**src/logic/amo_pkg.sv**
```systemverilog
/*
 * AMO decode front, shared definitions
 * Widths, boot address, queue sizing, RV32A opcode and funct5 codes,
 * operand select encodings and the LSU size code
 */

package amo_pkg;

  //////////////////////////////////////////////////////////////////////////
  // Datapath and fetch sizing
  //////////////////////////////////////////////////////////////////////////

  // Instruction word and PC width
  localparam int unsigned XLEN = 32;

  // First fetch address out of reset
  localparam logic [XLEN-1:0] BOOT_ADDR = 32'h0000_0080;

  // Queue entry is PC in the upper half, instruction word in the lower half
  localparam int unsigned FETCH_W = 2 * XLEN;

  // Queue sizing, pointers wrap naturally at the depth
  localparam int unsigned QUEUE_DEPTH = 4;
  localparam int unsigned QUEUE_AW    = 2;

  //////////////////////////////////////////////////////////////////////////
  // RV32A encodings
  //////////////////////////////////////////////////////////////////////////

  // Major opcode for atomics
  localparam logic [6:0] OPCODE_AMO = 7'h2f;

  // funct3 for word sized atomics, the only width on RV32
  localparam logic [2:0] AMO_FUNCT3_W = 3'b010;

  // funct5 codes in instr[31:27]
  localparam logic [4:0] AMO_LR   = 5'b00010;
  localparam logic [4:0] AMO_SC   = 5'b00011;
  localparam logic [4:0] AMO_SWAP = 5'b00001;
  localparam logic [4:0] AMO_ADD  = 5'b00000;
  localparam logic [4:0] AMO_XOR  = 5'b00100;
  localparam logic [4:0] AMO_AND  = 5'b01100;
  localparam logic [4:0] AMO_OR   = 5'b01000;
  localparam logic [4:0] AMO_MIN  = 5'b10000;
  localparam logic [4:0] AMO_MAX  = 5'b10100;
  localparam logic [4:0] AMO_MINU = 5'b11000;
  localparam logic [4:0] AMO_MAXU = 5'b11100;

  //////////////////////////////////////////////////////////////////////////
  // Operand selects and LSU size
  //////////////////////////////////////////////////////////////////////////

  // Operand A source, rs1 carries the address for every AMO
  typedef enum logic [1:0] {
    OP_A_REGA_OR_FWD = 2'b00,
    OP_A_NONE        = 2'b11
  } op_a_sel_e;

  // Operand C source, rs2 carries the store data for SC and RMW ops
  typedef enum logic [1:0] {
    OP_C_REGB_OR_FWD = 2'b01,
    OP_C_NONE        = 2'b11
  } op_c_sel_e;

  // LSU transfer size code as seen by the load/store unit
  // 2'b00 selects a 32-bit word
  localparam logic [1:0] LSU_SIZE_WORD = 2'b00;

endpackage : amo_pkg
```
**src/logic/amo_decode_top.sv**
```systemverilog
/*
 * AMO decode front top level
 * Fetch producer, four-entry instruction queue and RV32A decode stage
 */

module amo_decode_top import amo_pkg::*; (
  input  logic            clk,
  input  logic            rst_n_i,

  // Instruction memory port
  input  logic            fetch_valid_i,
  input  logic [XLEN-1:0] fetch_instr_i,
  output logic            fetch_ready_o,

  // Execute side
  input  logic            stall_i,
  output logic            id_valid_o,
  output logic [XLEN-1:0] id_pc_o,
  output logic            id_lsu_en_o,
  output logic            id_lsu_we_o,
  output logic            id_lsu_sext_o,
  output logic [1:0]      id_lsu_size_o,
  output logic [5:0]      id_lsu_atop_o,
  output logic            id_rf_we_o,
  output logic [1:0]      id_rf_re_o,
  output op_a_sel_e       id_op_a_sel_o,
  output op_c_sel_e       id_op_c_sel_o,
  output logic            id_illegal_o
);

  // Fetch to queue
  logic               push;
  logic [FETCH_W-1:0] push_data;
  logic               queue_full;

  // Queue to decode
  logic               pop;
  logic               queue_empty;
  logic [FETCH_W-1:0] head_data;

  //////////////////////////////////////////////////////////////////////////
  // Producer
  //////////////////////////////////////////////////////////////////////////

  instr_fetch u_instr_fetch (
    .clk           (clk),
    .rst_n_i       (rst_n_i),
    .fetch_valid_i (fetch_valid_i),
    .fetch_instr_i (fetch_instr_i),
    .fetch_ready_o (fetch_ready_o),
    .queue_full_i  (queue_full),
    .push_o        (push),
    .push_data_o   (push_data)
  );

  //////////////////////////////////////////////////////////////////////////
  // Buffer
  //////////////////////////////////////////////////////////////////////////

  instr_queue u_instr_queue (
    .clk         (clk),
    .rst_n_i     (rst_n_i),
    .push_i      (push),
    .push_data_i (push_data),
    .pop_i       (pop),
    .head_data_o (head_data),
    .full_o      (queue_full),
    .empty_o     (queue_empty)
  );

  //////////////////////////////////////////////////////////////////////////
  // Consumer
  //////////////////////////////////////////////////////////////////////////

  decode_stage u_decode_stage (
    .clk           (clk),
    .rst_n_i       (rst_n_i),
    .queue_empty_i (queue_empty),
    .head_data_i   (head_data),
    .pop_o         (pop),
    .stall_i       (stall_i),
    .id_valid_o    (id_valid_o),
    .id_pc_o       (id_pc_o),
    .id_lsu_en_o   (id_lsu_en_o),
    .id_lsu_we_o   (id_lsu_we_o),
    .id_lsu_sext_o (id_lsu_sext_o),
    .id_lsu_size_o (id_lsu_size_o),
    .id_lsu_atop_o (id_lsu_atop_o),
    .id_rf_we_o    (id_rf_we_o),
    .id_rf_re_o    (id_rf_re_o),
    .id_op_a_sel_o (id_op_a_sel_o),
    .id_op_c_sel_o (id_op_c_sel_o),
    .id_illegal_o  (id_illegal_o)
  );

endmodule : amo_decode_top

```
**src/logic/decode_stage.sv**
```systemverilog
/*
 * Decode stage
 * Pops the queue head whenever the ID register is free, decodes it
 * for RV32A and holds the result steady while execute stalls
 */

module decode_stage import amo_pkg::*; (
  input  logic               clk,
  input  logic               rst_n_i,

  // Queue side
  input  logic               queue_empty_i,
  input  logic [FETCH_W-1:0] head_data_i,
  output logic               pop_o,

  // Execute side
  input  logic               stall_i,
  output logic               id_valid_o,
  output logic [XLEN-1:0]    id_pc_o,
  output logic               id_lsu_en_o,
  output logic               id_lsu_we_o,
  output logic               id_lsu_sext_o,
  output logic [1:0]         id_lsu_size_o,
  output logic [5:0]         id_lsu_atop_o,
  output logic               id_rf_we_o,
  output logic [1:0]         id_rf_re_o,
  output op_a_sel_e          id_op_a_sel_o,
  output op_c_sel_e          id_op_c_sel_o,
  output logic               id_illegal_o
);

  // Decoder results for the head word
  logic            dec_lsu_en;
  logic            dec_lsu_we;
  logic            dec_lsu_sext;
  logic [1:0]      dec_lsu_size;
  logic [5:0]      dec_lsu_atop;
  logic            dec_rf_we;
  logic [1:0]      dec_rf_re;
  op_a_sel_e       dec_op_a_sel;
  op_c_sel_e       dec_op_c_sel;
  logic            dec_illegal;

  logic            id_valid_q;
  logic            stage_free;

  a_decoder u_a_decoder (
    .instr_i    (head_data_i[XLEN-1:0]),
    .lsu_en_o   (dec_lsu_en),
    .lsu_we_o   (dec_lsu_we),
    .lsu_sext_o (dec_lsu_sext),
    .lsu_size_o (dec_lsu_size),
    .lsu_atop_o (dec_lsu_atop),
    .rf_we_o    (dec_rf_we),
    .rf_re_o    (dec_rf_re),
    .op_a_sel_o (dec_op_a_sel),
    .op_c_sel_o (dec_op_c_sel),
    .illegal_o  (dec_illegal)
  );

  // Register can take a new entry when empty or when execute takes the old one
  assign stage_free = ~id_valid_q | ~stall_i;
  assign pop_o      = ~queue_empty_i & stage_free;

  // Valid flag, cleared once consumed with nothing behind it
  always_ff @(posedge clk) begin
    if (!rst_n_i) begin
      id_valid_q <= 1'b0;
    end else if (pop_o) begin
      id_valid_q <= 1'b1;
    end else if (stage_free) begin
      id_valid_q <= 1'b0;
    end
  end

  // Payload, only loaded on pop so it holds under stall
  always_ff @(posedge clk) begin
    if (pop_o) begin
      id_pc_o       <= head_data_i[FETCH_W-1 -: XLEN];
      id_lsu_en_o   <= dec_lsu_en;
      id_lsu_we_o   <= dec_lsu_we;
      id_lsu_sext_o <= dec_lsu_sext;
      id_lsu_size_o <= dec_lsu_size;
      id_lsu_atop_o <= dec_lsu_atop;
      id_rf_we_o    <= dec_rf_we;
      id_rf_re_o    <= dec_rf_re;
      id_op_a_sel_o <= dec_op_a_sel;
      id_op_c_sel_o <= dec_op_c_sel;
      id_illegal_o  <= dec_illegal;
    end
  end

  assign id_valid_o = id_valid_q;

endmodule : decode_stage

```
**src/logic/instr_queue.sv**
```systemverilog
/*
 * Instruction queue
 * Circular buffer of PC and word pairs with registered full and
 * empty levels; the head entry is read straight from storage
 */

module instr_queue import amo_pkg::*; (
  input  logic               clk,
  input  logic               rst_n_i,

  // Write side
  input  logic               push_i,
  input  logic [FETCH_W-1:0] push_data_i,

  // Read side
  input  logic               pop_i,
  output logic [FETCH_W-1:0] head_data_o,

  // Levels
  output logic               full_o,
  output logic               empty_o
);

  // Storage, no reset needed on payload
  logic [FETCH_W-1:0]  mem_q [QUEUE_DEPTH];

  logic [QUEUE_AW-1:0] wr_ptr_q;
  logic [QUEUE_AW-1:0] rd_ptr_q;
  logic [QUEUE_AW:0]   count_q;
  logic [QUEUE_AW:0]   count_d;
  logic                full_q;
  logic                empty_q;
  logic                push_en;
  logic                pop_en;

  // Guard against writes when full and reads when empty
  assign push_en = push_i & ~full_q;
  assign pop_en  = pop_i & ~empty_q;

  // Occupancy after this edge, simultaneous push and pop cancel
  always_comb begin
    count_d = count_q;
    if (push_en && !pop_en) begin
      count_d = count_q + 1'b1;
    end else if (pop_en && !push_en) begin
      count_d = count_q - 1'b1;
    end
  end

  // Control state
  always_ff @(posedge clk) begin
    if (!rst_n_i) begin
      wr_ptr_q <= '0;
      rd_ptr_q <= '0;
      count_q  <= '0;
      full_q   <= 1'b0;
      empty_q  <= 1'b1;
    end else begin
      if (push_en) wr_ptr_q <= wr_ptr_q + 1'b1;
      if (pop_en)  rd_ptr_q <= rd_ptr_q + 1'b1;
      count_q <= count_d;
      // Levels registered from the next count
      full_q  <= (count_d == (QUEUE_AW+1)'(QUEUE_DEPTH));
      empty_q <= (count_d == '0);
    end
  end

  // Entry write
  always_ff @(posedge clk) begin
    if (push_en) begin
      mem_q[wr_ptr_q] <= push_data_i;
    end
  end

  assign head_data_o = mem_q[rd_ptr_q];
  assign full_o      = full_q;
  assign empty_o     = empty_q;

endmodule : instr_queue

```
**src/logic/instr_fetch.sv**
```systemverilog
/*
 * Fetch producer
 * Accepts instruction strobes while the queue has room, tags each word
 * with its PC and advances the PC by four per accepted word
 */

module instr_fetch import amo_pkg::*; (
  input  logic               clk,
  input  logic               rst_n_i,

  // Instruction memory side
  input  logic               fetch_valid_i,
  input  logic [XLEN-1:0]    fetch_instr_i,
  output logic               fetch_ready_o,

  // Queue side
  input  logic               queue_full_i,
  output logic               push_o,
  output logic [FETCH_W-1:0] push_data_o
);

  // PC of the next word to be accepted
  logic [XLEN-1:0] pc_q;
  logic [XLEN-1:0] pc_d;
  logic            accept;

  // Only back-pressure is the queue filling up
  assign fetch_ready_o = ~queue_full_i;

  // Word taken on any edge with strobe and room
  assign accept = fetch_valid_i & fetch_ready_o;

  // No branches here, so sequential PC only
  assign pc_d = pc_q + 32'd4;

  always_ff @(posedge clk) begin
    if (!rst_n_i) begin
      pc_q <= BOOT_ADDR;
    end else if (accept) begin
      pc_q <= pc_d;
    end
  end

  // Entry goes straight to the queue in the same cycle
  assign push_o      = accept;
  assign push_data_o = {pc_q, fetch_instr_i};

endmodule : instr_fetch

```
**src/logic/a_decoder.sv**
```systemverilog
/*
 * RV32A decoder
 * Purely combinational; turns one instruction word into LSU and
 * register-file control fields, falling back to safe illegal defaults
 */

module a_decoder import amo_pkg::*; (
  // Raw word from the queue head
  input  logic [XLEN-1:0] instr_i,

  // LSU control
  output logic            lsu_en_o,
  output logic            lsu_we_o,
  output logic            lsu_sext_o,
  output logic [1:0]      lsu_size_o,
  output logic [5:0]      lsu_atop_o,

  // Register file and operand control
  output logic            rf_we_o,
  output logic [1:0]      rf_re_o,
  output op_a_sel_e       op_a_sel_o,
  output op_c_sel_e       op_c_sel_o,

  output logic            illegal_o
);

  // Instruction fields
  logic [6:0] opcode;
  logic [2:0] funct3;
  logic [4:0] funct5;
  logic [4:0] rs2;

  // funct5 classification
  logic       is_lr;
  logic       is_write;
  logic       legal;

  assign opcode = instr_i[6:0];
  assign funct3 = instr_i[14:12];
  assign funct5 = instr_i[31:27];
  assign rs2    = instr_i[24:20];

  // Sort funct5 into LR, writing ops (SC plus RMW), or unused
  always_comb begin
    is_lr    = 1'b0;
    is_write = 1'b0;
    unique case (funct5)
      AMO_LR: is_lr = 1'b1;
      AMO_SC, AMO_SWAP, AMO_ADD, AMO_XOR, AMO_AND,
      AMO_OR, AMO_MIN, AMO_MAX, AMO_MINU, AMO_MAXU: is_write = 1'b1;
      default: begin
        // Unused code, stays illegal
        is_lr    = 1'b0;
        is_write = 1'b0;
      end
    endcase
  end

  // LR must have rs2 zero, anything else with a known code is fine
  assign legal = (opcode == OPCODE_AMO) && (funct3 == AMO_FUNCT3_W) &&
                 (is_write || (is_lr && (rs2 == 5'd0)));

  always_comb begin
    // Illegal defaults
    lsu_en_o   = 1'b0;
    lsu_we_o   = 1'b0;
    lsu_sext_o = 1'b0;
    lsu_size_o = LSU_SIZE_WORD;
    lsu_atop_o = 6'd0;
    rf_we_o    = 1'b0;
    rf_re_o    = 2'b00;
    op_a_sel_o = OP_A_NONE;
    op_c_sel_o = OP_C_NONE;
    illegal_o  = 1'b1;

    if (legal) begin
      // Common to every word AMO
      illegal_o  = 1'b0;
      lsu_en_o   = 1'b1;
      lsu_sext_o = 1'b1;
      rf_we_o    = 1'b1;
      rf_re_o[0] = 1'b1;
      op_a_sel_o = OP_A_REGA_OR_FWD;
      lsu_size_o = LSU_SIZE_WORD;
      lsu_atop_o = {1'b1, funct5};

      // SC and RMW read rs2 as write data, LR leaves it alone
      if (is_write) begin
        lsu_we_o   = 1'b1;
        rf_re_o[1] = 1'b1;
        op_c_sel_o = OP_C_REGB_OR_FWD;
      end
    end
  end

endmodule : a_decoder

```
**config.mk**
```make
export PLATFORM = sky130hd
export DESIGN_NAME = amo_decode_top
export DESIGN_NICKNAME = d
export VERILOG_FILES = /design/src/logic/amo_pkg.sv /design/src/logic/amo_decode_top.sv /design/src/logic/decode_stage.sv /design/src/logic/instr_queue.sv /design/src/logic/instr_fetch.sv /design/src/logic/a_decoder.sv
export SDC_FILE = /design/constraint.sdc
export NUM_CORES = 1
export LEC_CHECK = 0
export BUFFER_PORTS_ARGS = -buffer_cell sky130_fd_sc_hd__buf_4
export CAP_MARGIN = 20
export CORE_MARGIN = 1
export CORE_UTILIZATION = 53
export DETAILED_ROUTE_END_ITERATION = 12
export PLACE_DENSITY = 0.82
export RECOVER_POWER = 50
export SLEW_MARGIN = 20
export SYNTH_ARGS = -nofsm -noshare
export SYNTH_HDL_FRONTEND = slang
export SYNTH_HIERARCHICAL = 1
export SYNTH_SLANG_ARGS = --single-unit
```
**constraint.sdc**
```tcl
create_clock -name clk -period 4.82 [get_ports clk]
set_input_delay 0.482 -clock clk [delete_from_list [all_inputs] [get_ports clk]]
set_output_delay 0.482 -clock clk [all_outputs]
set_load 0.01 [all_outputs]
```
Yosys cells after proc, flatten, opt, wreduce, memory -nomap -nowiden
Memory sizes are Yosys's and may differ from the RTL's. A register that Yosys moved wholly into a read port is not among the register bits.
Index checks and enable logic that the tools add are counted.
W data, S select, Z words.
- flip-flop bits (word level): 88
- bits in latches: 0
- RAM bits: 256
- memory bits (read-only): 0
- input bits: 36
- output and inout bits: 53
- logic and storage cells: 74
- memories kept: 1
- memory list (memory ; words ; width ; rd ports ; clocked after Yosys merged registers in ; write ports ; line ; RTL):
    u_instr_queue.mem_q ; 4 ; 64 ; 1 ; 1 ; 1 ; instr_queue.sv:25 ; logic [FETCH_W-1:0] mem_q [QUEUE_DEPTH];
- $add $sub $neg: 5
- multipliers: 0
- div/mod/pow operators: 0
- $lt $le $gt $ge: 0
- equal/unequal tests: 13
- shift operators: 0
- muxes and demuxes: 17
- bitwise gates (word level): 9
- reduce and logical (&&, ||, !) cells: 13
- operators by type and width (operator ; number):
    $add A32 B3 Y32 const B ; 1
    $eq A5 B5 Y1 const B ; 4
    $eq A5 B2 Y1 const B ; 2
    $eq A5 B4 Y1 const B ; 2
    $logic_not A5 Y1 ; 2
    $mux W1 ; 10
    $reduce_or A10 Y1 ; 1
    $mux W2 ; 4
    $eq A7 B6 Y1 const B ; 1
    $mux W3 ; 2
    $mux W6 ; 1
    $eq A5 B1 Y1 const B ; 1
    $eq A5 B3 Y1 const B ; 1
    $logic_and A1 B1 Y1 ; 5
    $add A2 B1 Y2 const B ; 2
    $and A1 B1 Y1 ; 4
    $not A1 Y1 ; 4
    $add A3 B1 Y3 const B ; 1
    $eq A3 B2 Y1 const B ; 1
    $eq A3 B3 Y1 const B ; 1
    $logic_not A3 Y1 ; 1
    $sub A3 B1 Y3 const B ; 1
    $logic_not A1 Y1 ; 2
    $reduce_bool A2 Y1 ; 1
    2 further kinds ; 2

Logic depth before layout (Yosys ltp)
- depth in word-level cells: 8
- depth in mapped cells: 7
- mapped depth without buffers: 6

Cells and area by module
The synthesis kept the hierarchy.
- by module, submodules not included (module ; instances ; cells an instance ; area each (um^2) ; sequential area each (um^2)):
    instr_queue ; 1 ; 404 ; 9905.8 ; 7907.6
    instr_fetch ; 1 ; 200 ; 1720.4 ; 600.6
    decode_stage ; 1 ; 55 ; 1571.5 ; 1551.5
    a_decoder ; 1 ; 30 ; 230.2 ; 0.0

Worst setup path after synthesis
No wires, ideal clock.
- kind: input -> register
- from: input stall_i
- to: register u_instr_queue.empty_q, in the netlist u_instr_queue/empty_o
- setup time: 0.123 ns
- data arrival time: 4.169 ns
- data required time: 4.697 ns
- path slack: 0.527 ns
- stages: 6
- buffers on the path: 1
- cell sequence: a21oi_1 -> nor2b_4 -> buf_6 -> xnor2_2 -> a221oi_2 -> o31ai_1
- cells in the longest elaborated chain, start to end: 8
- elaborated cells between the ends (all ways): 10
- classes of those cells: mux (2); bitwise (4); reduce/logical (4)
- ends and longest elaborated chain (item ; line ; RTL):
    start, declared ; amo_decode_top.sv:16 ; input logic stall_i,
    $not A1 Y1 * ; decode_stage.sv:62 ; assign stage_free = ~id_valid_q | ~stall_i;
    $or A1 B1 Y1 * ; decode_stage.sv:62 ;
    $and A1 B1 Y1 * ; decode_stage.sv:63 ; assign pop_o = ~queue_empty_i & stage_free;
    $and A1 B1 Y1 * ; instr_queue.sv:38 ; assign pop_en = pop_i & ~empty_q;
    $logic_and A1 B1 Y1 / $logic_not A1 Y1 (equally long branches) ; instr_queue.sv:45, instr_queue.sv:43 ;
    $mux W3 / $logic_and A1 B1 Y1 (equally long branches) ; instr_queue.sv:45, instr_queue.sv:43 ;
    $mux W3 * ; instr_queue.sv:43 ; if (push_en && !pop_en) begin
    $logic_not A3 Y1 * ; instr_queue.sv:64 ; empty_q <= (count_d == '0);
    end signal, assigned ; instr_queue.sv:64 ;
    end, declared ; instr_queue.sv:32 ; logic empty_q;
Mark *: on every way between the ends. The rest lies on a longest branch, timed or not.
A chain may end at the register's enable or synchronous reset.

==> flow_metrics.py <==
metrics = {
    "clock_tree": {
        "clkSlewWorstSetupHoldPaths_ns": 0.06,
        "hold_buffers": 0,
        "clk_path_buf_depth": 3,
        "cts_buffers": 29,
        "cts_tree": "done",
        "ctsResizeCount": 0,
        "cts_root_buf": "clkbuf_16",
        "cts_sinks": 301,
        "cts_setup_buffers": 0,
        "clk_latency_ns": 0.53,
        "htree_levels": 1,
    },
    "timing": {
        "rsz0062_at_grt": "false",
        "setup_viol": 0,
        "period_share_pct": 75.03,
        "maxSlewViolCount": 46,
        "finClkSkew_ns": 0.007546,
        "fmax_ghz": 0.2765,
        "worstMarginPinSlew_ns": 1.817,
        "setup_tns_ns": 0,
        "fin_crit_ns": 3.616,
        "relSlewSlack_pct": -21.17,
        "finalHoldViolations": 0,
    },
    "route": {
        "firstDrtPassIters": 5,
        "vias_per_cell": 5.779,
        "drt_iter0_drc": 354,
        "vias": 5635,
        "ant_nets": 0,
        "post-route-drc-count": 0,
        "drt-total-wl_um": 20420,
        "wl_per_cell_um": 20.94,
    },
    "cells_and_area": {
        "drive_gt1_share_pct": 17.86,
        "stdcell_count": 975,
        "stdcell_area_um2": 12830,
        "antenna_cells": 0,
        "nNetsFinal": 721,
        "nFillCells": 1527,
        "syn2layout_area_growth_pct": 10.35,
    },
    "die": {
        "initial_core_util_pct": 54.62,
        "chipWidth_um": 150.1,
        "num_io_pins": 89,
        "die-area_um2": 22530,
        "die_h_um": 150.1,
        "core_um2": 21290,
        "num_rows": 53,
    },
    "global_routing": {
        "use_met3_pct": 2.788,
        "grt_max_degree": 40,
        "grt_pass1_wl_um": 31850,
        "overflow": 0,
        "grt_pass1_vias": 5850,
        "grt_util_all_layers_pct": 18.77,
        "busiest_layer": "met2",
        "use_met2_pct": 33.31,
        "gr-usage-met1_pct": 24.23,
        "antenna_found_initial": 0,
    },
    "power": {
        "seq_power_share_pct": 51.8,
        "swShare_pct": 25.11,
        "irDropWorstVdd_v": 0.0003199,
        "p_leak_nw": 3.978,
        "comb_power_share_pct": 15.9,
        "clockPowerShare_pct": 32.4,
        "p_switching_mw": 1.730,
        "p_int_mw": 5.160,
        "p_per_area_nw_per_um2": 537.1,
    },
    "outcome": {
        "status": "complete, but fails checks",
        "violations": "capacitance limit, slew limit",
    },
    "place": {
        "io_buffers": 76,
        "dp_cells": 922,
        "dp_hpwl_um": 12290,
        "placed_area_um2": 12190,
        "gp_congestion": 0.7622,
    },
    "critical_path": {
        "start_kind": "register",
        "critPathKind": "register to register",
        "end_kind": "register",
        "required_ns": 5.01,
        "critPathMaxFanout": 29,
        "worstPathArrival_ns": 3.80,
    },
    "run": {
        "maxCapViolCount": 2,
    },
    "synthesis": {
        "ys_warn_count": 6,
        "avgSynthCellArea_um2": 18.84,
        "synth_area_um2": 11630,
        "synthCells": 617,
    },
    "hold_path": {
        "hold_class": "primary input to register",
    },
}
## worst max-delay path, stage by stage (launching register included)
cell and delay (ns):
dfxtp_1 1.44, buf_4 0.43, mux4_2 0.34, or4b_4 0.57, nor4b_4 0.28, o21ai_0 0.20
## routing by layer
| metal | up-vias | share of wire (%) | wire length (um) |
|---|---|---|---|
| li1 | 2537 | - | - |
| met1 | 2915 | 41 | 8440 |
| met2 | 158 | 52 | 10660 |
| met3 | 25 | 4.9 | 999 |
| met4 | 0 | 1.6 | 319 |
| met5 | - | 0 | 0 |
## per-stage QoR
step	setup WS (ns)	hold WS, ns	utilization (%)	total power, mW
after floorplan	0.5273	0.4583	-	4.418
after global placement	1.952	0.4834	57.27	4.798
after detailed placement	1.687	0.5044	57.27	4.876
after CTS	1.681	0.1334	61.78	7.121
after global routing	1.038	0.2161	60.27	7.177
final	1.204	0.2197	60.27	6.890
## final cells by class
class	instances	area [um^2]	share of cell area [%]
flip-flops and latches	301	8622	67.20
clock inverters	17	156.4	1.219
inverters	11	41.29	0.3218
multi-input cells	250	2507	19.54
repair buffers	85	356.6	2.779
well taps	275	344.1	2.682
clock buffers	36	802.0	6.251
## sequential cells by signal, summed over array words and instances (netlist names), named ones only
name	count
u_instr_queue/wr_ptr_q	2
u_instr_fetch/pc_q	30
u_decode_stage/id_op_a_sel_o	2
u_decode_stage/id_lsu_atop_o	6
u_decode_stage/id_op_c_sel_o	2
u_decode_stage/id_lsu_we_o	1
u_decode_stage/id_pc_o	32
u_instr_queue/rd_ptr_q	2
u_decode_stage/id_lsu_sext_o	1
u_decode_stage/id_lsu_en_o	1
u_decode_stage/id_rf_we_o	1
u_instr_queue/mem_q	208
u_decode_stage/id_valid_o	1
u_decode_stage/id_rf_re_o	2
u_instr_queue/full_o	1
u_instr_queue/count_q	3
u_instr_queue/empty_o	1
u_decode_stage/id_lsu_size_o	2
u_decode_stage/id_illegal_o	1
## final timing paths
path                             start                         endpoint  slack, ns  cells after the start
max                           register  u_decode_stage/id_op_a_sel_o[1]       1.20                      5
min                  fetch_instr_i[27]       u_instr_queue/mem_q[1][27]       0.22                      1
max reg2reg                   register  u_decode_stage/id_op_a_sel_o[1]       1.20                      5
min reg2reg  u_decode_stage/id_valid_o        u_decode_stage/id_valid_o       0.49                      2
## power groups by stage
stage / Combinational [mW] / Sequential, mW / Clock [mW]
2_1_floorplan: 0.812 / 3.61 / 0
3_3_place_gp: 1.20 / 3.60 / 0
3_5_place_dp: 1.24 / 3.63 / 0
4_1_cts: 1.25 / 3.59 / 2.28
5_1_grt: 1.19 / 3.62 / 2.37
6_report: 1.09 / 3.57 / 2.23
## layout by cell type, fill, tap and decap left out, drive strengths merged, types with 3 or more instances in the layout
master and instances:
edfxtp 259, clkbuf 111, mux4 52, dfxtp 42, a21oi 19, nand2 18, nor2 17, clkinv 14
or4 12, o31ai 12, and2 12, nand3 11, nand4 11, buf 10, inv 10, xor2 10
xnor2 8, ha 7, o21ai 6, and3 6, and4 6, conb 5, nor3 4, nor4 4
bufinv 3, nand4b 3, nor2b 3, or3 3, nand2b 3, mux2i 3
(Power assumes the default switching activity.)
